File: config.mk
export PLATFORM = sky130hd
export DESIGN_NAME = pixel_buffer
export DESIGN_NICKNAME = d
export VERILOG_FILES = /design/src/common/fb_pkg.sv /design/src/framebuffer/pixel_buffer.sv
export VERILOG_INCLUDE_DIRS = /design/src /design/src/common
export SDC_FILE = /design/constraint.sdc
export NUM_CORES = 2
export LEC_CHECK = 0
export ABC_AREA = 1
export BUFFER_PORTS_ARGS = -buffer_cell sky130_fd_sc_hd__buf_2
export CAP_MARGIN = 20
export CORE_MARGIN = 8
export CORE_UTILIZATION = 30
export DETAILED_ROUTE_END_ITERATION = 6
export GPL_ROUTABILITY_DRIVEN = 1
export PLACE_DENSITY = 0.43
export SYNTH_ARGS = -nofsm -noshare
export SYNTH_HDL_FRONTEND = slang
export SYNTH_SLANG_ARGS = --single-unit
export TNS_END_PERCENT = 1
File: constraint.sdc
create_clock -name aclk -period 7.2 [get_ports aclk]
set_input_delay 0.72 -clock aclk [delete_from_list [all_inputs] [get_ports aclk]]
set_output_delay 0.72 -clock aclk [all_outputs]
set_load 0.05 [all_outputs]
File: src/common/fb_defines.svh
//////////////////////////////////////////////////////////////////////
// Sizes, word widths and command opcodes of the framebuffer back end.
// Include this file wherever one of the macros is needed.
//////////////////////////////////////////////////////////////////////
`ifndef FB_DEFINES_SVH
`define FB_DEFINES_SVH

// Screen of 16 x 16 pixels
`define FB_X_BITS       4
`define FB_Y_BITS       4
`define FB_PIXELS       256

`define FB_CMD_WIDTH    32
`define FB_COLOR_WIDTH  16
`define FB_DEPTH_WIDTH  16

// Opcodes sit in the top four bits of a command word
`define FB_OP_SCISSOR_START  4'h1
`define FB_OP_SCISSOR_END    4'h2
`define FB_OP_CLEAR_COLOR    4'h3
`define FB_OP_CLEAR_DEPTH    4'h4
`define FB_OP_MASK           4'h5
`define FB_OP_CLEAR          4'h6
`define FB_OP_COMMIT         4'h7

`endif

File: src/common/fb_pkg.sv
//////////////////////////////////////////////////////////////////////
// Types shared by the framebuffer back end: vector widths, the
// fragment and configuration structs, the FSM states and the
// RGB888 to RGB565 conversion.
//////////////////////////////////////////////////////////////////////
`default_nettype none
`include "fb_defines.svh"

package fb_pkg;

    typedef logic [`FB_X_BITS-1:0]                 screen_pos_t;
    typedef logic [`FB_X_BITS+`FB_Y_BITS-1:0]      pixel_index_t;
    typedef logic [`FB_CMD_WIDTH-1:0]              cmd_word_t;
    typedef logic [23:0]                           rgb888_t;
    typedef logic [`FB_COLOR_WIDTH-1:0]            rgb565_t;
    typedef logic [`FB_DEPTH_WIDTH-1:0]            depth_t;
    // Color in the upper half, depth in the lower half
    typedef logic [`FB_COLOR_WIDTH+`FB_DEPTH_WIDTH-1:0] fb_word_t;

    typedef struct packed {
        screen_pos_t x;
        screen_pos_t y;
        rgb888_t     color;
        depth_t      depth;
    } fragment_t;

    // Scissor bounds are inclusive
    typedef struct packed {
        screen_pos_t scissor_start_x;
        screen_pos_t scissor_start_y;
        screen_pos_t scissor_end_x;
        screen_pos_t scissor_end_y;
        rgb565_t     clear_color;
        depth_t      clear_depth;
        logic        color_en;
        logic        depth_en;
    } fb_conf_t;

    typedef enum logic {BUF_IDLE, BUF_CLEAR} buf_state_t;
    typedef enum logic {STR_IDLE, STR_RUN} stream_state_t;

    function automatic rgb565_t to_rgb565(input rgb888_t c);
        return {c[23:19], c[15:10], c[7:3]};
    endfunction

endpackage

`default_nettype wire

File: src/framebuffer/pixel_buffer.sv
//////////////////////////////////////////////////////////////////////
// On-chip pixel store with one write port and a synchronous read.
// A clear pass writes clear_value to every pixel, one per cycle;
// fragment writes share the port while no clear runs.
//////////////////////////////////////////////////////////////////////
`timescale 1ns/1ps
`default_nettype none
`include "fb_defines.svh"

module pixel_buffer #(
    parameter int PIXEL_WIDTH = 16
) (
    input  logic                     aclk,
    input  logic                     rst,
    input  logic                     clear_start,
    input  logic [PIXEL_WIDTH-1:0]   clear_value,
    input  logic                     wr_en,
    input  fb_pkg::pixel_index_t     wr_index,
    input  logic [PIXEL_WIDTH-1:0]   wr_data,
    input  fb_pkg::pixel_index_t     rd_index,
    output logic [PIXEL_WIDTH-1:0]   rd_data,
    output logic                     busy
);
    import fb_pkg::*;

    localparam pixel_index_t LAST_INDEX = pixel_index_t'(`FB_PIXELS - 1);

    logic [PIXEL_WIDTH-1:0] mem [0:`FB_PIXELS-1];

    buf_state_t             state;
    pixel_index_t           clear_index;

    logic                   port_en;
    pixel_index_t           port_index;
    logic [PIXEL_WIDTH-1:0] port_data;

    assign busy = (state == BUF_CLEAR);

    // Clear pass owns the port while it runs
    always_comb
    begin
        if (state == BUF_CLEAR)
        begin
            port_en    = 1'b1;
            port_index = clear_index;
            port_data  = clear_value;
        end
        else
        begin
            port_en    = wr_en;
            port_index = wr_index;
            port_data  = wr_data;
        end
    end

    always_ff @(posedge aclk)
    begin
        if (rst)
        begin
            state       <= BUF_IDLE;
            clear_index <= '0;
        end
        else
        begin
            case (state)
                BUF_IDLE:
                begin
                    if (clear_start)
                    begin
                        state       <= BUF_CLEAR;
                        clear_index <= '0;
                    end
                end
                BUF_CLEAR:
                begin
                    clear_index <= clear_index + 1'b1;
                    if (clear_index == LAST_INDEX)
                        state <= BUF_IDLE;
                end
                default: state <= BUF_IDLE;
            endcase
        end
    end

    always_ff @(posedge aclk)
    begin
        if (port_en)
            mem[port_index] <= port_data;
        rd_data <= mem[rd_index];
    end

    // Decoder holds back new starts until the pass is done
    a_no_restart: assert property (@(posedge aclk) disable iff (rst)
        clear_start |-> !busy);

    // Fragments in flight must land before the pass begins
    a_no_write_in_clear: assert property (@(posedge aclk) disable iff (rst)
        busy |-> !wr_en);

endmodule

`default_nettype wire

==> metrics.cfg <==
[status]
outcome = finished, final reports clean

[clock_tree]
insertion_delay_ns = 1.01
h-tree-depth = 5
clock-sinks = 4121
numCtsBuffers = 441
clk_path_buf_depth = 4
cts-root-buf = clkbuf_16
path_clk_slew_ns = 0.06
cts_tree = built

[synth]
ys_seq_elements = 4121
ys_seq_area_frac = 0.7447
synth_top_area_frac = 0.7417
synthFlopType = edfxtp_1
synth.area.top_cells = edfxtp_1 (74%), nand3_1 (12%), nand2_1 (9.6%)
synth_top_area_cell = edfxtp_1
synth_warnings = 0
synth.distinct_cells = 30
yosysMostFrequentCell = nand2_1
syn_inst = 13740
ys_async_sr_fraction = 0
synthesis.nets = 13790
synth_edf_count = 4096
synth_area_um2 = 165800
yosys-top-cells-count = nand2_1 (4261), edfxtp_1 (4096), nand3_1 (4033), buf_2 (525), nor2_1 (291)
syn_avg_cell_area_um2 = 12.07

[critical_path]
cp.required_ns = 7.89
crit_family = simple AND/OR/NAND/NOR gates
path_cells = inv_2, nor2_1, inv_1, o21ai_2, inv_1, nor2_1, inv_1, nor2_1, nand2_2, buf_4, nor2_1, buf_4
slowest_stage = dfxtp_2
slowest_delay_ns = 0.98
critPathMaxFanout = 36
cp.arrival_ns = 5.35
crit_type = flip-flop to flip-flop
timing.rr.start = busy
worstRegToRegCells = 12
crit_path_frequent_cell = nor2_1
crit_path_end_kind = flip-flop
cp-start-kind = flip-flop
cp.buffers_inverters = 6
critPathLaunch = busy
path_depth = 12

[power]
ir_worst_vdd_uv = 202.1
pwr_density_cell_nw_per_um2 = 279.5
leakagePower_nw = 65.12

[sta]
fin_skew_ns = 0.03488
max_freq_mhz = 214.6
setup_viol = 0
tightest_slew_ns = 1.373
fin_crit_ns = 4.659
hold_violations = 0
max_slew_margin = 0.08454
fin_setup_tns_ns = 0
final-max-slew-violation-count = 0
fin_crit_sh = 0.6471
worst_hold_slack_ns = 0.09204
rsz0062_at_grt = false

[drt]
drt_iter0_drc = 10430
dr_total_vias = 106900
drt_first_pass_iters = 5
vias_per_cell = 4.988
wl_per_cell_um = 25.85
antenna_left = 0
route.detailed.drc = 0
drt-total-wl_mm = 554.1

[finish]
fin_util = 0.3439
multiInputGateArea_um2 = 37980
n_fill_cell = 54270
nets = 13820
layout-drive-gt1-share = 0.08800
register_area_um2 = 123500
syn2layout_area_growth_pct = 14.41

[min_path]
hold_path.class = input port to flip-flop
holdPathStages = 2
min_from = rst

[global_routing]
track_usage = 0.1838
grt-ovfl-total = 0
grt_max_degree = 180
antenna_found_initial = 27
grt_pass1_vias = 101100
grt_pass1_wl_mm = 786.3

[place]
gp_congestion = 0.7990
numPortBuffers = 68
dp_hpwl_mm = 304.6

[floorplan]
die_area_um2 = 576800
die_h_um = 759.5
initial_core_util = 0.3006
num_io_pins = 69
rows = 273
die_width_um = 759.5
core_area_um2 = 551600

[job]
maxCapViolations = 0

[per-stage QoR]
step                worst slack [ns]  cell area (um^2)  cells  power (mW)
floorplan                      1.733            165800  13740       29.49
global placement               2.444            175700  20610       31.18
detailed placement             2.424            175800  20610       31.18
CTS                            2.636            189700  21420       53.54
global route                   2.351            189700  21430       54.62
finish                         2.541            189700  21430       53.03
[cell families after synthesis]
logic type	count (synthesis)	share of synthesized area
AO/OA/AOI/OAI	18	0.0007695
adder cells (fa/ha/maj)	1	0.00007544
buffers and inverters	993	0.02852
flip-flops	4121	0.7447
AND/OR/NAND/NOR	8608	0.2259
[per-layer routing]
layer	share of wire	track usage	vias to the layer above
li1	-	-	49120
met1	0.46	0.2675	54020
met2	0.46	0.2896	3061
met3	0.054	0.02277	708
met4	0.027	0.04829	6
met5	0.000092	0	-
[final cells by class]
type | instances | share of cell area
timing repair buffer | 528 | 0.02633
clock buffer | 547 | 0.06126
clock inverter | 263 | 0.01194
tap | 7287 | 0.04805
multi-input combinational | 8627 | 0.2002
antenna | 9 | 0.0001187
inverter | 51 | 0.001200
sequential | 4121 | 0.6509
[power breakdown]
| group | switching [mW] | internal [mW] | leakage (nW) | total (mW) |
|---|---|---|---|---|
| registers | 0.0620 | 26.8 | 37.1 | 26.8 |
| logic | 3.05 | 0.745 | 21.2 | 3.79 |
| clock network | 9.69 | 12.7 | 6.79 | 22.4 |
| total | 12.8 | 40.2 | 65.1 | 53.0 |
[final timing paths]
kind / to / slack [ns]
worst max-delay path: mem[186][8] / 2.54
worst min-delay path: clear_index[1] / 0.09
worst max register to register: mem[186][8] / 2.54
worst min register to register: clear_index[5] / 0.49
[registers in the layout, indices dropped and copies added, names as in the netlist]
name / flops
busy: 1
clear_index: 8
mem: 4096
rd_data: 16
[placed cells by master, fill, tap and decap left out, types with 62 or more instances in the layout]
cell type / n
nand2_1: 4229
edfxtp_1: 4096
nand3_1: 4033
clkbuf_16: 449
buf_4: 368
nor2_1: 221
clkinv_1: 135
clkbuf_1: 96
buf_12: 87
clkinv_2: 71
buf_2: 62
[timing repair]
action / CTS / global route
gates resized for setup: 0 / 0
endpoints found under the hold margin: 1 / 0
setup buffers: 0 / 0
hold buffers: 1 / 0
(Power assumes the default switching activity.)
