$ cat config.mk
export PLATFORM = sky130hd
export DESIGN_NAME = frame_streamer
export DESIGN_NICKNAME = d
export VERILOG_FILES = /design/src/common/fb_pkg.sv /design/src/framebuffer/frame_streamer.sv
export VERILOG_INCLUDE_DIRS = /design/src /design/src/common
export SDC_FILE = /design/constraint.sdc
export NUM_CORES = 1
export LEC_CHECK = 0
export BUFFER_PORTS_ARGS = -buffer_cell sky130_fd_sc_hd__buf_2
export CAP_MARGIN = 20
export CORE_MARGIN = 1
export CORE_UTILIZATION = 25
export DETAILED_ROUTE_END_ITERATION = 8
export PLACE_DENSITY_LB_ADDON = 0.08
export SLEW_MARGIN = 20
export SYNTH_ARGS = -nofsm -noshare
export SYNTH_HDL_FRONTEND = slang
export SYNTH_SLANG_ARGS = --single-unit
$ cat constraint.sdc
create_clock -name aclk -period 2.8 [get_ports aclk]
set_clock_uncertainty 0.05 [all_clocks]
set_input_delay 0 -clock aclk [delete_from_list [all_inputs] [get_ports aclk]]
set_output_delay 0 -clock aclk [all_outputs]
set_load 0.05 [all_outputs]
$ cat src/common/fb_defines.svh
//////////////////////////////////////////////////////////////////////
// Sizes, word widths and command opcodes of the framebuffer back end.
// Include this file wherever one of the macros is needed.
//////////////////////////////////////////////////////////////////////
`ifndef FB_DEFINES_SVH
`define FB_DEFINES_SVH

// Screen of 16 x 16 pixels
`define FB_X_BITS       4
`define FB_Y_BITS       4
`define FB_PIXELS       256

`define FB_CMD_WIDTH    32
`define FB_COLOR_WIDTH  16
`define FB_DEPTH_WIDTH  16

// Opcodes sit in the top four bits of a command word
`define FB_OP_SCISSOR_START  4'h1
`define FB_OP_SCISSOR_END    4'h2
`define FB_OP_CLEAR_COLOR    4'h3
`define FB_OP_CLEAR_DEPTH    4'h4
`define FB_OP_MASK           4'h5
`define FB_OP_CLEAR          4'h6
`define FB_OP_COMMIT         4'h7

`endif

$ cat src/common/fb_pkg.sv
//////////////////////////////////////////////////////////////////////
// Types shared by the framebuffer back end: vector widths, the
// fragment and configuration structs, the FSM states and the
// RGB888 to RGB565 conversion.
//////////////////////////////////////////////////////////////////////
`default_nettype none
`include "fb_defines.svh"

package fb_pkg;

    typedef logic [`FB_X_BITS-1:0]                 screen_pos_t;
    typedef logic [`FB_X_BITS+`FB_Y_BITS-1:0]      pixel_index_t;
    typedef logic [`FB_CMD_WIDTH-1:0]              cmd_word_t;
    typedef logic [23:0]                           rgb888_t;
    typedef logic [`FB_COLOR_WIDTH-1:0]            rgb565_t;
    typedef logic [`FB_DEPTH_WIDTH-1:0]            depth_t;
    // Color in the upper half, depth in the lower half
    typedef logic [`FB_COLOR_WIDTH+`FB_DEPTH_WIDTH-1:0] fb_word_t;

    typedef struct packed {
        screen_pos_t x;
        screen_pos_t y;
        rgb888_t     color;
        depth_t      depth;
    } fragment_t;

    // Scissor bounds are inclusive
    typedef struct packed {
        screen_pos_t scissor_start_x;
        screen_pos_t scissor_start_y;
        screen_pos_t scissor_end_x;
        screen_pos_t scissor_end_y;
        rgb565_t     clear_color;
        depth_t      clear_depth;
        logic        color_en;
        logic        depth_en;
    } fb_conf_t;

    typedef enum logic {BUF_IDLE, BUF_CLEAR} buf_state_t;
    typedef enum logic {STR_IDLE, STR_RUN} stream_state_t;

    function automatic rgb565_t to_rgb565(input rgb888_t c);
        return {c[23:19], c[15:10], c[7:3]};
    endfunction

endpackage

`default_nettype wire

$ cat src/framebuffer/frame_streamer.sv
//////////////////////////////////////////////////////////////////////
// Frame streamer. On commit it walks all pixels in raster order,
// reads color and depth together and sends one packed word per pixel
// with valid/ready flow control.
//////////////////////////////////////////////////////////////////////
`timescale 1ns/1ps
`default_nettype none
`include "fb_defines.svh"

module frame_streamer (
    input  logic                 aclk,
    input  logic                 rst,
    input  logic                 commit_start,
    output fb_pkg::pixel_index_t rd_index,
    input  fb_pkg::rgb565_t      color_rd_data,
    input  fb_pkg::depth_t       depth_rd_data,
    output logic                 out_valid,
    input  logic                 out_ready,
    output fb_pkg::fb_word_t     out_data,
    output logic                 out_last,
    output logic                 busy
);
    import fb_pkg::*;

    localparam pixel_index_t LAST_INDEX = pixel_index_t'(`FB_PIXELS - 1);

    stream_state_t state;
    // Pixel whose data shows on the read ports when rd_valid is set
    pixel_index_t  data_index;
    logic          rd_valid;
    logic          take;

    assign take = (state == STR_RUN) && rd_valid && (!out_valid || out_ready);

    // Hold the address during a stall so the read data stays put
    assign rd_index = take ? pixel_index_t'(data_index + 1'b1) : data_index;

    assign busy = (state == STR_RUN) || out_valid;

    always_ff @(posedge aclk)
    begin
        if (rst)
        begin
            state      <= STR_IDLE;
            data_index <= '0;
            rd_valid   <= 1'b0;
        end
        else
        begin
            case (state)
                STR_IDLE:
                begin
                    if (commit_start)
                    begin
                        state      <= STR_RUN;
                        data_index <= '0;
                        rd_valid   <= 1'b0;
                    end
                end
                STR_RUN:
                begin
                    rd_valid <= 1'b1;
                    if (take)
                    begin
                        data_index <= data_index + 1'b1;
                        if (data_index == LAST_INDEX)
                        begin
                            state    <= STR_IDLE;
                            rd_valid <= 1'b0;
                        end
                    end
                end
                default: state <= STR_IDLE;
            endcase
        end
    end

    always_ff @(posedge aclk)
    begin
        if (rst)
        begin
            out_valid <= 1'b0;
            out_last  <= 1'b0;
        end
        else if (take)
        begin
            out_valid <= 1'b1;
            out_last  <= (data_index == LAST_INDEX);
        end
        else if (out_ready)
        begin
            out_valid <= 1'b0;
            out_last  <= 1'b0;
        end
    end

    always_ff @(posedge aclk)
    begin
        if (take)
            out_data <= {color_rd_data, depth_rd_data};
    end

    a_stall_stable: assert property (@(posedge aclk) disable iff (rst)
        (out_valid && !out_ready) |=> (out_valid && $stable(out_data)));

endmodule

`default_nettype wire

==> results.py <==
metrics = {
    "run_status": {
        "status": "finished with violations",
        "violations": "DRC",
    },
    "floorplanning": {
        "die_w_um": 84.11,
        "core_mm2": 0.006422,
        "io_pins": 79,
        "initial_utilization": 0.2624,
        "rows": 29,
        "die_height_um": 84.11,
        "dieArea_mm2": 0.007074,
    },
    "power": {
        "power.total_w": 0.001365,
        "leakagePower_nw": 1.091,
        "power_density_mw_per_mm2": 522.1,
        "peakVddDrop_mv": 0.1683,
    },
    "timing": {
        "fmax_ghz": 0.4767,
        "setup_tns_ns": 0,
        "fin_crit_sh": 0.7492,
        "hold_violations": 0,
        "maxSlewViolCount": 0,
        "rsz0062_at_grt": "false",
        "fin_hold_ws_ns": 0.01248,
        "slew_headroom": 0.6770,
        "period_minus_slack_ns": 2.098,
        "worst_slack_ns": 0.7023,
        "tightestPinTransition_ns": 0.4827,
        "setup_violations": 0,
    },
    "worst_setup_path": {
        "path_class": "register to output pin",
        "regToRegStartpoint": "state",
        "end_kind": "output pin",
        "required_ns": 2.75,
        "worstPathMaxFanout": 12,
        "crit_path_start": "state",
        "worst_setup_path_start_kind": "register",
        "arrival_ns": 2.05,
    },
    "clock_tree": {
        "post_cts_resized": 0,
        "path_clk_slew_ns": 0.09,
        "cts_setup_buffers": 0,
        "htreeDepth": 2,
        "clock_path_buffers": 2,
        "clk_latency_ns": 0.30,
        "tritoncts": "yes",
        "root_buffer": "clkbuf_8",
        "cts_made_buffers": 5,
        "cts_sinks": 44,
    },
    "routing": {
        "route.detailed.drc": 12,
        "ant_nets": 0,
        "first_pass_iters": 6,
        "viasPerCell": 4.420,
        "wl_per_cell_um": 12.91,
        "wirelength_um": 4093,
        "first_iter_violations": 35,
        "num_vias": 1401,
    },
    "synthesis": {
        "ys_top_cells_by_count": "edfxtp_1 (32), dfxtp_1 (12), nand2_1 (10)",
        "synth_area_mm2": 0.001685,
        "synth.area.top_cells": "edfxtp_1 (57%), dfxtp_1 (14%), nand2_1 (2.2%)",
        "yosysSeqAreaShare": 0.7127,
        "yosys.cell_types.count": 36,
        "yosys_register_bits": 44,
        "synth.avg_cell_area_um2": 13.70,
        "yosys.area.top_type": "edfxtp_1",
        "netlist.area_leader.share": 0.5702,
        "synth_most_common_cell": "edfxtp_1",
        "synthFlopType": "edfxtp_1",
        "syn_nets": 160,
        "synth_warnings": 0,
        "syn_inst": 123,
        "synth-edff-count": 32,
        "async_reset_ff_frac": 0,
    },
    "min_path": {
        "hold_start": "rst",
        "hold_path_class": "input pin to register",
    },
    "placed_design": {
        "post-dp-hpwl_um": 2847,
        "io_buffers": 78,
        "place_ws_ns": 0.9235,
        "place_congestion": 0.7573,
        "place_inst": 276,
    },
    "final_layout": {
        "syn_to_final_growth_pct": 55.09,
        "num-fill-cells": 624,
        "fin_cells": 317,
        "diodes": 0,
        "drive_gt1_frac": 0.4000,
        "fin_nets": 276,
    },
    "global_route": {
        "grt_overflow": 0,
        "grt_util_met2": 0.2228,
        "grt_max_degree": 29,
        "antenna_found_initial": 0,
        "grtUsageMet1": 0.1433,
        "grt_pass1_wl_um": 6879,
        "grt_pass1_vias": 1445,
        "grt_busiest_layer": "met2",
        "track_usage": 0.1262,
        "gr-usage-met3": 0.03858,
    },
    "run": {
        "max_cap_viol_count": 0,
    },
}
sequential cells by signal (all words and copies together) (netlist names):
signal	cells
out_valid	1
state	1
rd_valid	1
out_last	1
out_data	32
data_index	8
what timing repair did:
item                       4_1_cts  5_1_grt
hold endpoints to repair        33        0
setup endpoints to repair        0        0
hold buffers                    33        0
kinds of logic after synthesis:
family / count (synthesis) / share of synthesized area
xor gates and xnor gates: 6 / 0.03119
adders and majority gates: 1 / 0.007423
and+or+nand+nor: 46 / 0.1589
DFF: 44 / 0.7127
AOI/OAI and AO/OA: 20 / 0.07127
buffers and inverters: 6 / 0.01855
report_power, final:
group | switching [W] | internal (W) | total (W)
combinational | 0.0000839 | 0.0000623 | 0.000146
clock | 0.000228 | 0.000269 | 0.000497
sequential | 0.00000821 | 0.000714 | 0.000722
worst paths after layout:
kind                                      end  slack (ns)  depth (start not counted)
worst min-delay path            data_index[1]        0.01                          2
worst min register to register       out_last        0.46                          2
worst max register to register   out_data[28]        0.93                          3
worst max-delay path              rd_index[4]        0.70                          4
per-layer routing:
layer / vias up / share of wire / wire length [um]
met5: - / 0 / 0
met4: 0 / 0.015 / 61
met3: 7 / 0.070 / 287
met2: 51 / 0.52 / 2125
met1: 651 / 0.40 / 1618
li1: 692 / - / -
critical path: stages, from the launching register on:
cell,delay (ns)
dfxtp_1,0.56
nand2_1,0.27
nor3_1,0.47
xor2_1,0.17
buf_2,0.28
placed cells by master (no fill, tap or decap), types with 2 or more instances in the layout:
cell type,count
dlygate4sd3_1,33
xor2_1,3
nand4_1,2
clkbuf_8,5
nand3b_1,2
edfxtp_1,32
o21ai_0,7
or2_2,2
buf_2,78
dfxtp_1,12
clkinv_4,2
nor3_1,3
xnor2_1,3
or3_1,2
nand3_1,6
a21oi_1,7
inv_1,3
or4_1,2
nand2_1,10
nor2_1,6
through the flow:
step,area [um^2],utilization
after global routing,2614,0.4070
after floorplan,1688,-
after CTS,2614,0.4070
final,2614,0.4070
after detailed placement,2167,0.3374
after global placement,2167,0.3374
area by class of cell:
class	instances	area (um^2)	share of cell area
clock buffer	5	68.82	0.02633
clock inverter	3	47.55	0.01819
inverter	3	11.26	0.004308
multi-input combinational	73	460.4	0.1762
sequential	44	1201	0.4595
tap	77	96.34	0.03686
timing repair buffer	112	728.2	0.2786
Note: power is estimated with default switching activity, not from simulation.
