===== config.mk =====
export PLATFORM = sky130hd
export DESIGN_NAME = cmd_decoder
export DESIGN_NICKNAME = d
export VERILOG_FILES = /design/src/common/fb_pkg.sv /design/src/cmd_decoder.sv
export VERILOG_INCLUDE_DIRS = /design/src /design/src/common
export SDC_FILE = /design/constraint.sdc
export NUM_CORES = 1
export LEC_CHECK = 0
export ABC_AREA = 1
export BUFFER_PORTS_ARGS = -buffer_cell sky130_fd_sc_hd__buf_2
export CAP_MARGIN = 20
export CORE_UTILIZATION = 45
export CTS_BUF_LIST = sky130_fd_sc_hd__clkbuf_4 sky130_fd_sc_hd__clkbuf_8
export DETAILED_ROUTE_END_ITERATION = 16
export GPL_TIMING_DRIVEN = 0
export PLACE_DENSITY_LB_ADDON = 0.25
export SETUP_SLACK_MARGIN = 0.2
export SYNTH_ARGS = -nofsm -noshare
export SYNTH_HDL_FRONTEND = slang
export SYNTH_SLANG_ARGS = --single-unit

===== constraint.sdc =====
create_clock -name aclk -period 1 [get_ports aclk]
set_input_delay 0.2 -clock aclk [delete_from_list [all_inputs] [get_ports aclk]]
set_output_delay 0.2 -clock aclk [all_outputs]
set_load 0.03 [all_outputs]

===== src/common/fb_defines.svh =====
//////////////////////////////////////////////////////////////////////
// Sizes, word widths and command opcodes of the framebuffer back end.
// Include this file wherever one of the macros is needed.
//////////////////////////////////////////////////////////////////////
`ifndef FB_DEFINES_SVH
`define FB_DEFINES_SVH

// Screen of 16 x 16 pixels
`define FB_X_BITS       4
`define FB_Y_BITS       4
`define FB_PIXELS       256

`define FB_CMD_WIDTH    32
`define FB_COLOR_WIDTH  16
`define FB_DEPTH_WIDTH  16

// Opcodes sit in the top four bits of a command word
`define FB_OP_SCISSOR_START  4'h1
`define FB_OP_SCISSOR_END    4'h2
`define FB_OP_CLEAR_COLOR    4'h3
`define FB_OP_CLEAR_DEPTH    4'h4
`define FB_OP_MASK           4'h5
`define FB_OP_CLEAR          4'h6
`define FB_OP_COMMIT         4'h7

`endif


===== src/common/fb_pkg.sv =====
//////////////////////////////////////////////////////////////////////
// Types shared by the framebuffer back end: vector widths, the
// fragment and configuration structs, the FSM states and the
// RGB888 to RGB565 conversion.
//////////////////////////////////////////////////////////////////////
`default_nettype none
`include "fb_defines.svh"

package fb_pkg;

    typedef logic [`FB_X_BITS-1:0]                 screen_pos_t;
    typedef logic [`FB_X_BITS+`FB_Y_BITS-1:0]      pixel_index_t;
    typedef logic [`FB_CMD_WIDTH-1:0]              cmd_word_t;
    typedef logic [23:0]                           rgb888_t;
    typedef logic [`FB_COLOR_WIDTH-1:0]            rgb565_t;
    typedef logic [`FB_DEPTH_WIDTH-1:0]            depth_t;
    // Color in the upper half, depth in the lower half
    typedef logic [`FB_COLOR_WIDTH+`FB_DEPTH_WIDTH-1:0] fb_word_t;

    typedef struct packed {
        screen_pos_t x;
        screen_pos_t y;
        rgb888_t     color;
        depth_t      depth;
    } fragment_t;

    // Scissor bounds are inclusive
    typedef struct packed {
        screen_pos_t scissor_start_x;
        screen_pos_t scissor_start_y;
        screen_pos_t scissor_end_x;
        screen_pos_t scissor_end_y;
        rgb565_t     clear_color;
        depth_t      clear_depth;
        logic        color_en;
        logic        depth_en;
    } fb_conf_t;

    typedef enum logic {BUF_IDLE, BUF_CLEAR} buf_state_t;
    typedef enum logic {STR_IDLE, STR_RUN} stream_state_t;

    function automatic rgb565_t to_rgb565(input rgb888_t c);
        return {c[23:19], c[15:10], c[7:3]};
    endfunction

endpackage

`default_nettype wire


===== src/cmd_decoder.sv =====
//////////////////////////////////////////////////////////////////////
// Command decoder. Holds the scissor, clear values and write enables,
// turns CLEAR and COMMIT into start pulses and reports when the
// back end is idle.
//////////////////////////////////////////////////////////////////////
`timescale 1ns/1ps
`default_nettype none
`include "fb_defines.svh"

module cmd_decoder (
    input  logic              aclk,
    input  logic              rst,
    input  logic              cmd_valid,
    output logic              cmd_ready,
    input  fb_pkg::cmd_word_t cmd_data,
    output fb_pkg::fb_conf_t  conf,
    output logic              clear_start,
    output logic              commit_start,
    input  logic              color_busy,
    input  logic              depth_busy,
    input  logic              stream_busy,
    output logic              backend_idle
);
    import fb_pkg::*;

    logic       cmd_hs;
    logic       start_hs;
    logic [3:0] opcode;
    logic       pending;

    assign opcode   = cmd_data[`FB_CMD_WIDTH-1 -: 4];
    assign cmd_hs   = cmd_valid && cmd_ready;
    assign start_hs = cmd_hs && ((opcode == `FB_OP_CLEAR) || (opcode == `FB_OP_COMMIT));

    // Start pulse is out but no busy has risen yet
    assign pending = clear_start || commit_start;

    assign cmd_ready    = !pending && !color_busy && !depth_busy && !stream_busy;
    // No fragment slips in beside a CLEAR or COMMIT
    assign backend_idle = cmd_ready && !start_hs;

    always_ff @(posedge aclk)
    begin
        if (rst)
        begin
            conf.scissor_start_x <= '0;
            conf.scissor_start_y <= '0;
            conf.scissor_end_x   <= '1;
            conf.scissor_end_y   <= '1;
            conf.clear_color     <= '0;
            conf.clear_depth     <= '0;
            conf.color_en        <= 1'b1;
            conf.depth_en        <= 1'b1;
            clear_start          <= 1'b0;
            commit_start         <= 1'b0;
        end
        else
        begin
            clear_start  <= cmd_hs && (opcode == `FB_OP_CLEAR);
            commit_start <= cmd_hs && (opcode == `FB_OP_COMMIT);
            if (cmd_hs)
            begin
                case (opcode)
                    `FB_OP_SCISSOR_START:
                    begin
                        conf.scissor_start_x <= cmd_data[3:0];
                        conf.scissor_start_y <= cmd_data[7:4];
                    end
                    `FB_OP_SCISSOR_END:
                    begin
                        conf.scissor_end_x <= cmd_data[3:0];
                        conf.scissor_end_y <= cmd_data[7:4];
                    end
                    `FB_OP_CLEAR_COLOR: conf.clear_color <= to_rgb565(cmd_data[23:0]);
                    `FB_OP_CLEAR_DEPTH: conf.clear_depth <= cmd_data[15:0];
                    `FB_OP_MASK:
                    begin
                        conf.color_en <= cmd_data[0];
                        conf.depth_en <= cmd_data[1];
                    end
                    // Unknown opcodes are dropped
                    default: ;
                endcase
            end
        end
    end

    a_single_start: assert property (@(posedge aclk) disable iff (rst)
        !(clear_start && commit_start));

endmodule

`default_nettype wire


==> flow_summary.json <==
{
  "multi_input_area_mm2": 0.00114,
  "synth_cell_types": 23,
  "drt-vias-per-instance": 5.06,
  "dp.cells": 471,
  "use_met1_pct": 31.0,
  "finClkSkew_ps": 5.81,
  "hold_depth": 2,
  "synthesis.area_mm2": 0.00238,
  "cap_violations": 0,
  "num_vias": 2527,
  "avgSynthCellArea_um2": 7.50,
  "synth_top_area_share_pct": 43.7,
  "ir_worst_vdd_mv": 0.759,
  "path_class": "reg -> out",
  "outcome": "complete, but fails checks",
  "leakagePower_nw": 1.78,
  "drt_iter0_drc": 135,
  "cts_sinks": 52,
  "synthTopCellsByCount": "nor2_1, nand2_1, dfxtp_1",
  "timing.rr.start": "commit_start",
  "clock_path_buffers": 2,
  "ys_ff_latch": 52,
  "die_w_um": 74.8,
  "yosysTopAreaCell": "dfxtp_1",
  "grt_pass1_vias": 2229,
  "critPathMaxStageDelay_ps": 350,
  "grt_pass1_wl_um": 10300,
  "maxSlewViolCount": 0,
  "drc_errors": 0,
  "critPathSlowestCell": "dfxtp_2",
  "antenna_cells": 0,
  "cp_top_family": "flip-flops",
  "use_met2_pct": 41.7,
  "wl_um": 6830,
  "rrSetupSlack_ps": -350,
  "rsz0062_at_grt": "yes",
  "worst_slack_ps": -426,
  "syn-num-nets": 356,
  "finalSetupViolations": 56,
  "drive_above_1_share_pct": 46.9,
  "antenna_found_initial": 0,
  "tightest_slew_ps": 473,
  "ys.flop_type": "dfxtp_1",
  "min_path_type": "in -> reg",
  "area_growth_pct": 53.9,
  "async_flop_share_pct": 0,
  "path_clk_slew_ps": 90,
  "arrival_ps": 1230,
  "core-area_mm2": 0.00511,
  "relSlewSlack_pct": 68.4,
  "dpl_worst_slack_ps": -424,
  "root_buffer": "clkbuf_8",
  "pin_count": 92,
  "grt_max_degree": 15,
  "start_util_pct": 46.7,
  "fin_crit_sh_pct": 143,
  "cts-buffers-inserted": 5,
  "netlist_top_cells_area": "dfxtp_1, nand4_1, nor2_1, nand2_1, inv_1",
  "critPathBufInv": 3,
  "grt-busiest-layer": "met2",
  "register_area_mm2": 0.00111,
  "grtUsageMet3_pct": 4.69,
  "synth_edf_count": 0,
  "dr.pass1.iters": 4,
  "yosys_warnings": 0,
  "num_rows": 26,
  "setup_tns_ps": -16740,
  "hold_violations": 0,
  "clk_latency_ps": 300,
  "post-route-min-period_ps": 1430,
  "fill_cells": 409,
  "antenna_left": 0,
  "gr-total-overflow": 0,
  "cts_tree": "done",
  "die_h_um": 74.8,
  "min_from": "rst",
  "crit_required_ps": 800,
  "fmax_ghz": 0.701,
  "path_max_fanout": 2,
  "port_buffers": 83,
  "stdcell_count": 499,
  "yosysMostFrequentCell": "nor2_1",
  "synth.yosys.seq_area_share_pct": 43.7,
  "die_area_mm2": 0.00559,
  "rr_endpoint": "conf[27]",
  "reg2reg_depth": 8,
  "place.gp.congestion": 0.808,
  "grtUsageTotal_pct": 24.0,
  "nNetsFinal": 466,
  "violations": "negative setup slack",
  "critPathCaptureType": "output pin",
  "power_density_mw_per_mm2": 1050,
  "htreeDepth": 2,
  "cp-start-kind": "flop",
  "hpwl_um": 4320,
  "hold_path_end": "clear_start",
  "avgRoutedWirePerCell_um": 13.7,
  "cp_cell_sequence": "nor2_4, inv_2, nor2_4, buf_6, buf_6",
  "synth_cells": 318
}
repair_timing:
action                                  CTS  global route
endpoints found under the setup margin  106           106
endpoints found under the hold margin     0             0
resized for setup                       162            17
gates cloned                              0             3
hold buffers                              0             0
setup buffers                             9             8
pin swaps                                 4            12
layer usage:
metal  vias to the layer above  routed length [um]
li1                       1262                   -
met1                      1183                2990
met2                        78                3540
met3                         4                 286
met4                         0                  20
met5                         -                   0
worst register-to-register path, delay by kind of cell (launching register included):
| family | cells | cell delay [ps] |
|---|---|---|
| simple gates | 5 | 520 |
| buf+inv | 3 | 390 |
| flops | 1 | 350 |
through the flow:
step                      total power [mW]  utilization [%]  cell area (um^2)  hold slack (ps)
after CTS                             3.82             68.7              3510             67.2
after floorplan                       2.39                -              2410              269
after global placement                2.53             57.1              2910              401
final                                 3.85             71.8              3670             74.7
after detailed placement              2.53             57.1              2910              400
after global routing                  3.99             71.8              3670             69.6
cells by family (layout without fill, tap and decap cells):
| logic type | Yosys count | after routing | share of synthesized area [%] |
|---|---|---|---|
| buffers and inverters | 51 | 162 | 9.97 |
| AND/OR/NAND/NOR | 214 | 214 | 46.0 |
| flip-flops | 52 | 52 | 43.7 |
| AO/OA/AOI/OAI | 1 | 1 | 0.368 |
where the power goes:
group | total, mW | internal, mW | switching [mW]
clock network | 1.30 | 0.621 | 0.679
logic | 0.466 | 0.169 | 0.297
registers | 2.08 | 2.07 | 0.00632
total | 3.85 | 2.86 | 0.983
cell usage in the layout (no fill, tap or decap), drive strengths merged:
master,netlist,layout
nand2,57,57
nor4,2,2
nand3,12,12
nor2,92,92
a311oi,1,1
clkbuf,4,13
dfxtp,52,52
buf,16,118
nand4,51,51
inv,31,31
how the worst max path moves through the flow:
stage,from,end,slack (ps),cells after the start
2_1_floorplan,clear_start,conf[10],-210,6
3_3_place_gp,depth_busy,cmd_ready,-420,6
3_5_place_dp,depth_busy,cmd_ready,-420,6
4_1_cts,commit_start,cmd_ready,-400,5
5_1_grt,clear_start,backend_idle,-460,4
6_report,commit_start,cmd_ready,-430,5
final cells by class:
cell class                 count  area share (%)
tap                           70            2.39
sequential                    52            30.2
timing repair buffer         103            26.2
multi-input combinational    215            31.2
buffer                        20            4.09
inverter                      31            3.24
clock buffer                   8            2.66
sequential cells by signal, summed over array words and instances, names as in the netlist:
| name | count |
|---|---|
| clear_start | 1 |
| commit_start | 1 |
| conf | 50 |
Note: power is estimated with default switching activity, not from simulation.
