--- src/common/fb_defines.svh ---
//////////////////////////////////////////////////////////////////////
// Sizes, word widths and command opcodes of the framebuffer back end.
// Include this file wherever one of the macros is needed.
//////////////////////////////////////////////////////////////////////
`ifndef FB_DEFINES_SVH
`define FB_DEFINES_SVH

// Screen of 16 x 16 pixels
`define FB_X_BITS       4
`define FB_Y_BITS       4
`define FB_PIXELS       256

`define FB_CMD_WIDTH    32
`define FB_COLOR_WIDTH  16
`define FB_DEPTH_WIDTH  16

// Opcodes sit in the top four bits of a command word
`define FB_OP_SCISSOR_START  4'h1
`define FB_OP_SCISSOR_END    4'h2
`define FB_OP_CLEAR_COLOR    4'h3
`define FB_OP_CLEAR_DEPTH    4'h4
`define FB_OP_MASK           4'h5
`define FB_OP_CLEAR          4'h6
`define FB_OP_COMMIT         4'h7

`endif

--- src/common/fb_pkg.sv ---
//////////////////////////////////////////////////////////////////////
// Types shared by the framebuffer back end: vector widths, the
// fragment and configuration structs, the FSM states and the
// RGB888 to RGB565 conversion.
//////////////////////////////////////////////////////////////////////
`default_nettype none
`include "fb_defines.svh"

package fb_pkg;

    typedef logic [`FB_X_BITS-1:0]                 screen_pos_t;
    typedef logic [`FB_X_BITS+`FB_Y_BITS-1:0]      pixel_index_t;
    typedef logic [`FB_CMD_WIDTH-1:0]              cmd_word_t;
    typedef logic [23:0]                           rgb888_t;
    typedef logic [`FB_COLOR_WIDTH-1:0]            rgb565_t;
    typedef logic [`FB_DEPTH_WIDTH-1:0]            depth_t;
    // Color in the upper half, depth in the lower half
    typedef logic [`FB_COLOR_WIDTH+`FB_DEPTH_WIDTH-1:0] fb_word_t;

    typedef struct packed {
        screen_pos_t x;
        screen_pos_t y;
        rgb888_t     color;
        depth_t      depth;
    } fragment_t;

    // Scissor bounds are inclusive
    typedef struct packed {
        screen_pos_t scissor_start_x;
        screen_pos_t scissor_start_y;
        screen_pos_t scissor_end_x;
        screen_pos_t scissor_end_y;
        rgb565_t     clear_color;
        depth_t      clear_depth;
        logic        color_en;
        logic        depth_en;
    } fb_conf_t;

    typedef enum logic {BUF_IDLE, BUF_CLEAR} buf_state_t;
    typedef enum logic {STR_IDLE, STR_RUN} stream_state_t;

    function automatic rgb565_t to_rgb565(input rgb888_t c);
        return {c[23:19], c[15:10], c[7:3]};
    endfunction

endpackage

`default_nettype wire

--- src/fragment_router.sv ---
//////////////////////////////////////////////////////////////////////
// Fragment router. Scissor test, raster index and RGB565 conversion
// for each accepted fragment, then one registered write per buffer
// gated by that buffer's enable.
//////////////////////////////////////////////////////////////////////
`timescale 1ns/1ps
`default_nettype none

module fragment_router (
    input  logic                 aclk,
    input  logic                 rst,
    input  logic                 frag_valid,
    output logic                 frag_ready,
    input  fb_pkg::fragment_t    frag,
    input  logic                 backend_idle,
    input  fb_pkg::fb_conf_t     conf,
    output logic                 color_wr_en,
    output fb_pkg::rgb565_t      color_wr_data,
    output logic                 depth_wr_en,
    output fb_pkg::depth_t       depth_wr_data,
    output fb_pkg::pixel_index_t wr_index
);
    import fb_pkg::*;

    logic         frag_hs;
    logic         in_scissor;
    pixel_index_t frag_index;

    assign frag_ready = backend_idle;
    assign frag_hs    = frag_valid && frag_ready;

    // Bounds are inclusive on both ends
    assign in_scissor = (frag.x >= conf.scissor_start_x) && (frag.x <= conf.scissor_end_x)
                     && (frag.y >= conf.scissor_start_y) && (frag.y <= conf.scissor_end_y);

    // y * 16 + x
    assign frag_index = {frag.y, frag.x};

    always_ff @(posedge aclk)
    begin
        if (rst)
        begin
            color_wr_en <= 1'b0;
            depth_wr_en <= 1'b0;
        end
        else
        begin
            color_wr_en <= frag_hs && in_scissor && conf.color_en;
            depth_wr_en <= frag_hs && in_scissor && conf.depth_en;
        end
    end

    always_ff @(posedge aclk)
    begin
        if (frag_hs)
        begin
            wr_index      <= frag_index;
            color_wr_data <= to_rgb565(frag.color);
            depth_wr_data <= frag.depth;
        end
    end

    a_write_follows_hs: assert property (@(posedge aclk) disable iff (rst)
        (color_wr_en || depth_wr_en) |-> $past(frag_hs));

endmodule

`default_nettype wire

--- config.mk ---
export PLATFORM = sky130hd
export DESIGN_NAME = fragment_router
export DESIGN_NICKNAME = d
export VERILOG_FILES = /design/src/common/fb_pkg.sv /design/src/fragment_router.sv
export VERILOG_INCLUDE_DIRS = /design/src /design/src/common
export SDC_FILE = /design/constraint.sdc
export NUM_CORES = 1
export LEC_CHECK = 0
export BUFFER_PORTS_ARGS = -buffer_cell sky130_fd_sc_hd__buf_2
export CORE_MARGIN = 5
export CORE_UTILIZATION = 40
export CTS_CLUSTER_SIZE = 12
export DETAILED_ROUTE_END_ITERATION = 8
export GPL_ROUTABILITY_DRIVEN = 1
export GPL_TIMING_DRIVEN = 0
export PLACE_DENSITY = 0.84
export REMOVE_ABC_BUFFERS = 1
export SLEW_MARGIN = 5
export SYNTH_ARGS = -nofsm -noshare
export SYNTH_HDL_FRONTEND = slang
export SYNTH_SLANG_ARGS = --single-unit
--- constraint.sdc ---
create_clock -name aclk -period 6.35 [get_ports aclk]
set_input_delay 0.3175 -clock aclk [delete_from_list [all_inputs] [get_ports aclk]]
set_output_delay 0.3175 -clock aclk [all_outputs]
set_load 0.03 [all_outputs]
==> flow_summary.yaml, run 1 <==
status:
  status: "finished clean"
power_and_ir_drop:
  combPwrFrac: 0.169
  p_int_mw: 0.4336
  p_clk_frac: 0.269
  leakage_nw: 1.088
  seqPwrFrac: 0.562
  power_density_nw_per_um2: 251.6
  netSwitchingPower_mw: 0.1477
  ir_drop_uv: 92.65
  netSwitchingFraction: 0.2541
global_routing:
  grt_max_degree: 42
  grt_pass1_wl_um: 5306
  use_met3: 0.09595
  track_usage: 0.1348
  use_met1: 0.1387
  antenna_found_initial: 0
  grt_pass1_vias: 1191
  busiest_layer: "met2"
  gr-total-overflow: 0
  grtUsageMet2: 0.2098
route:
  wl_per_cell_um: 14.16
  viasPerCell: 4.518
  drtPass1Iterations: 3
  drtIter0Drc: 25
  drc: 0
  final_antenna_net_count: 0
  routed-via-count: 1161
  routed_wl_um: 3640
worst_setup_path:
  startpoint_type: "input pin"
  critPathRequiredTime_ns: 6.53
  cp_data_arrival_time_ns: 2.08
  critPathCaptureType: "flop"
  worstPathMaxFanout: 41
  critical_path_class: "in2reg"
timing:
  rsz0062_at_grt: "false"
  hold_slack_ns: 0.2036
  hold_violations: 0
  maxSlewViolCount: 0
  min_period_ns: 1.901
  finalCritPeriodShare: 0.2994
  max_freq_mhz: 526.0
  setup_viol: 0
  tightest_slew_ns: 0.9182
  max_slew_margin: 0.3879
  tns_ns: 0
yosys:
  synth_seq_cells: 42
  avgSynthCellArea_sq_um: 17.09
  synth_simple_gate_area_frac: 0.04755
  muxShareOfSynthArea: 0
  synthAdderAreaFrac: 0.1208
  synth-seq-area-share: 0.7487
  synth_top_family_by_area: "adder cells"
  synth_cells: 97
  synth.distinct_cells: 20
  synth_compound_area_frac: 0.04453
  syn_area_sq_um: 1658
  yosysWarnings: 0
  synth_xor_area_frac: 0
place:
  place.gp.congestion: 0.6823
  hpwl_um: 3003
  io_buffers: 104
clock_network:
  postCtsHoldBufs: 0
  numClockSinks: 42
  numCtsBuffers: 5
  cts_resized: 0
  htree_levels: 2
  clockBufferDepth: 2
  cts.reportedPaths.clkPinSlew_ns: 0.08
  post_cts_buffers: 0
  cts_tree: "yes"
  cts-root-buf: "clkbuf_8"
layout:
  fillCellCount: 347
  diodes: 0
  final_cell_mix: "buf_2 (104), edfxtp_1 (40), ha_1 (16)"
  layout_commonest_cell: "buf_2"
  nets: 325
  area_growth_syn_to_layout_pct: 39.40
  drive_above_1_share: 0.5314
hold_path:
  hp-class: "in2reg"
run:
  maxCapViolCount: 0
floorplanning:
  die_area_sq_um: 5532
  dieWidth_um: 74.38
  core_sq_um: 4000
  fp.dieH_um: 74.38
  start_util: 0.4145
  row_count: 23
  num_io_pins: 145
[worst max-delay path, cell delays in order]
cell      delay (ns)
buf_2           0.08
and2_2          0.74
o211ai_1        0.15
or4_1           0.47
nor4b_1         0.31
[per-stage QoR]
| step | std cells | utilization | area [sq um] | setup WS [ns] | power [mW] |
|---|---|---|---|---|---|
| floorplan | 96 | - | 1650 | 4.082 | 0.3903 |
| global placement | 250 | 0.5583 | 2233 | 3.587 | 0.4289 |
| detailed placement | 250 | 0.5586 | 2235 | 4.113 | 0.4334 |
| CTS | 257 | 0.5777 | 2311 | 4.440 | 0.5902 |
| global route | 257 | 0.5777 | 2311 | 4.279 | 0.6093 |
| finish | 257 | 0.5777 | 2311 | 4.449 | 0.5814 |
[path summary, 6_finish.rpt]
path,depth (start not counted),end,start,slack [ns]
worst max-delay path,5,color_wr_en$_SDFF_PP0_,backend_idle,4.45
worst min-delay path,1,depth_wr_data[5]$_DFFE_PP_,frag[5],0.20
[Yosys cell counts]
library cell	n	area share
o211ai_1	2	0.0091
ha_1	16	0.12
nor2_1	2	0.0045
dfxtp_1	2	0.024
inv_1	15	0.034
o21ai_0	1	0.0030
and4_1	1	0.0053
a2111oi_0	1	0.0053
or4_1	1	0.0045
edfxtp_1	40	0.72
nor4b_1	2	0.011
a31oi_1	1	0.0038
nor2b_1	1	0.0038
nand4_1	1	0.0038
o21a_1	2	0.0091
a21oi_1	3	0.0091
a211o_1	1	0.0053
nand2b_1	3	0.011
buf_4	1	0.0045
and2_1	1	0.0038
[state kept, by name, summed over array words and instances (netlist names)]
signal,count
wr_index,8
depth_wr_data,16
depth_wr_en,1
color_wr_data,16
color_wr_en,1
[layout make-up]
class | instances | area, sq um | share of cell area
Inverter | 15 | 56.30 | 0.02436
Sequential cell | 42 | 1241 | 0.5371
Multi-Input combinational cell | 39 | 354.1 | 0.1532
Clock buffer | 7 | 76.32 | 0.03303
Tap cell | 50 | 62.56 | 0.02707
Timing Repair Buffer | 104 | 520.5 | 0.2252
[per-layer routing]
layer / vias to the layer above / wire length (um) / part of all wire
met3: 6 / 544 / 0.15
met4: 0 / 55 / 0.015
met1: 506 / 1290 / 0.35
met2: 71 / 1750 / 0.48
li1: 578 / - / -
met5: - / 0 / 0
[power by group through the flow]
| stage | Clock [mW] | Sequential (mW) | Combinational [mW] |
|---|---|---|---|
| after floorplan | 0 | 0.370 | 0.0206 |
| after global placement | 0 | 0.332 | 0.0965 |
| after detailed placement | 0 | 0.333 | 0.0999 |
| after CTS | 0.163 | 0.327 | 0.100 |
| after global routing | 0.174 | 0.329 | 0.107 |
| final | 0.156 | 0.327 | 0.0984 |
[kinds of logic after synthesis]
group / count (synthesis)
buffers and inverters: 16
AOI/OAI and AO/OA: 11
and+or+nand+nor: 12
DFF: 42
adders and majority gates: 16
Power figures use the tool's default switching activity.
==> run 2: changes to the inputs <==
--- a/config.mk
+++ b/config.mk
@@ -6,14 +6,15 @@
 export SDC_FILE = /design/constraint.sdc
 export NUM_CORES = 1
 export LEC_CHECK = 0
+export ABC_AREA = 1
 export BUFFER_PORTS_ARGS = -buffer_cell sky130_fd_sc_hd__buf_2
 export CORE_MARGIN = 5
-export CORE_UTILIZATION = 40
+export CORE_UTILIZATION = 34
 export CTS_CLUSTER_SIZE = 12
 export DETAILED_ROUTE_END_ITERATION = 8
 export GPL_ROUTABILITY_DRIVEN = 1
 export GPL_TIMING_DRIVEN = 0
-export PLACE_DENSITY = 0.84
+export PLACE_DENSITY = 0.75
 export REMOVE_ABC_BUFFERS = 1
 export SLEW_MARGIN = 5
 export SYNTH_ARGS = -nofsm -noshare
==> constraint.sdc (replaced) <==
create_clock -name aclk -period 1.7 [get_ports aclk]
set_input_delay 0.085 -clock aclk [delete_from_list [all_inputs] [get_ports aclk]]
set_output_delay 0.085 -clock aclk [all_outputs]
set_load 0.03 [all_outputs]
==> flow_summary.yaml, run 2 <==
status:
  status: "finished clean"
worst_setup_path:
  critPathRequiredTime_ns: 1.91
  startpoint_type: "input pin"
  cp_data_arrival_time_ns: 1.50
  critPathCaptureType: "flop"
  worstPathMaxFanout: 2
  critical_path_class: "in2reg"
  cp-startpoint: "frag[40]"
yosys:
  synth_compound_area_frac: 0.01170
  synth_seq_cells: 42
  muxShareOfSynthArea: 0
  avgSynthCellArea_sq_um: 13.80
  synthAdderAreaFrac: 0.1170
  ys_top_cells_by_area: "edfxtp_1 (70%), ha_1 (12%), inv_1 (5.3%)"
  synth_common_cells: "edfxtp_1 (40), inv_1 (24), nand2_1 (24)"
  yosysWarnings: 0
  synth_top_family_by_area: "adder cells"
  yosys.area.top_type: "edfxtp_1"
  synth_async_sr_flop_share: 0
  synth_ff_type: "edfxtp_1"
  synth-seq-area-share: 0.7251
  synth_xor_area_frac: 0
  synth_top_cell_area_share: 0.7018
  synth.most_common_cell: "edfxtp_1"
  synth_cells: 124
  synth.distinct_cells: 12
  syn_area_sq_um: 1712
  synth-edff-count: 40
  synth_simple_gate_area_frac: 0.08041
hold_path:
  hp-class: "in2reg"
  min-delay-start: "frag[42]"
clock_network:
  numClockSinks: 42
  htree_levels: 2
  cts-root-buf: "clkbuf_8"
  post_cts_buffers: 0
  cts_resized: 0
  postCtsHoldBufs: 34
  cts_tree: "yes"
  numCtsBuffers: 5
  cts.reportedPaths.clkPinSlew_ns: 0.07
  clockBufferDepth: 2
layout:
  reg_top3: "color_wr_data (16), depth_wr_data (16), wr_index (8)"
  final_cell_mix: "buf_2 (104), edfxtp_1 (40), dlygate4sd3_1 (34)"
  nets: 386
  diodes: 0
  area_growth_syn_to_layout_pct: 59.36
  drive_above_1_share: 0.4254
  fin_area_sq_um: 2728
  utilization: 0.5662
  layout_commonest_cell: "buf_2"
timing:
  hold_violations: 0
  fin_ws_ns: 0.4066
  min_period_ns: 1.293
  max_freq_mhz: 773.2
  rsz0062_at_grt: "false"
  maxSlewViolCount: 0
  tns_ns: 0
  tightest_slew_ns: 0.8152
  finalCritPeriodShare: 0.7608
  max_slew_margin: 0.4557
  setup_viol: 0
  hold_slack_ns: 0.02233
floorplanning:
  start_util: 0.3553
  num_io_pins: 145
  core_sq_um: 4817
  row_count: 25
  die_area_sq_um: 6553
  dieWidth_um: 80.95
  fp.dieH_um: 80.95
route:
  wl_per_cell_um: 12.79
  routed_wl_um: 4283
  drtIter0Drc: 25
  drc: 0
  drtPass1Iterations: 4
  viasPerCell: 4.152
  routed-via-count: 1391
  final_antenna_net_count: 0
power_and_ir_drop:
  leakage_nw: 1.326
  ir_drop_uv: 284.5
  power_density_nw_per_um2: 826.6
global_routing:
  track_usage: 0.1317
  gr-total-overflow: 0
  grt_max_degree: 42
  grt_pass1_wl_um: 6513
  antenna_found_initial: 0
  grt_pass1_vias: 1415
place:
  post-place-ws_ns: 0.3851
  io_buffers: 104
  place_area_sq_um: 2308
  hpwl_um: 2946
  place.gp.congestion: 0.6775
run:
  maxCapViolCount: 0
==> run 2: critical path, stage by stage <==
cell           delay (ns)
dlygate4sd3_1        0.53
buf_2                0.13
inv_1                0.08
ha_1                 0.15
inv_1                0.04
nand2_1              0.04
nand2_1              0.04
nand2_1              0.05
nand2_1              0.04
nand2_1              0.05
nand2_1              0.07
nor3_1               0.19
==> run 2: cell type report <==
cell class                 instances  area (sq um)
clock buffer                       5         68.82
inverter                          28         105.1
timing repair buffer             138         860.8
sequential                        42          1241
multi-input combinational         53         357.8
clock inverter                     2         10.01
tap                               67         83.83
fill                             428          2090
==> run 2: cell families after synthesis <==
family                     Yosys count
DFF                                 42
and+or+nand+nor                     33
buffers and inverters               29
adders and majority gates           16
AOI/OAI and AO/OA                    4
==> run 2: stage by stage <==
stage                     total power [mW]  cells
after floorplan                      1.477    123
after global placement               1.627    294
after detailed placement             1.637    294
after CTS                            2.279    335
after global routing                 2.372    335
final                                2.255    335
==> run 2: per-layer routing <==
layer,track usage,wire length [um],up-vias,share of wire
met5,0,0,-,0
met4,0.05743,70,0,0.016
met3,0.02882,444,6,0.10
met2,0.2414,2069,79,0.48
met1,0.1453,1698,606,0.40
li1,-,-,700,-
==> run 2: path summary, 6_finish.rpt <==
check	endpoint	slack, ns	depth (start not counted)
max	color_wr_en$_SDFF_PP0_	0.41	12
min	wr_index[6]$_DFFE_PP_	0.02	1
==> run 2: report_power, final <==
group | switching (mW) | internal [mW]
clock network | 0.308 | 0.275
logic | 0.265 | 0.184
registers | 0.0149 | 1.21
total | 0.589 | 1.67
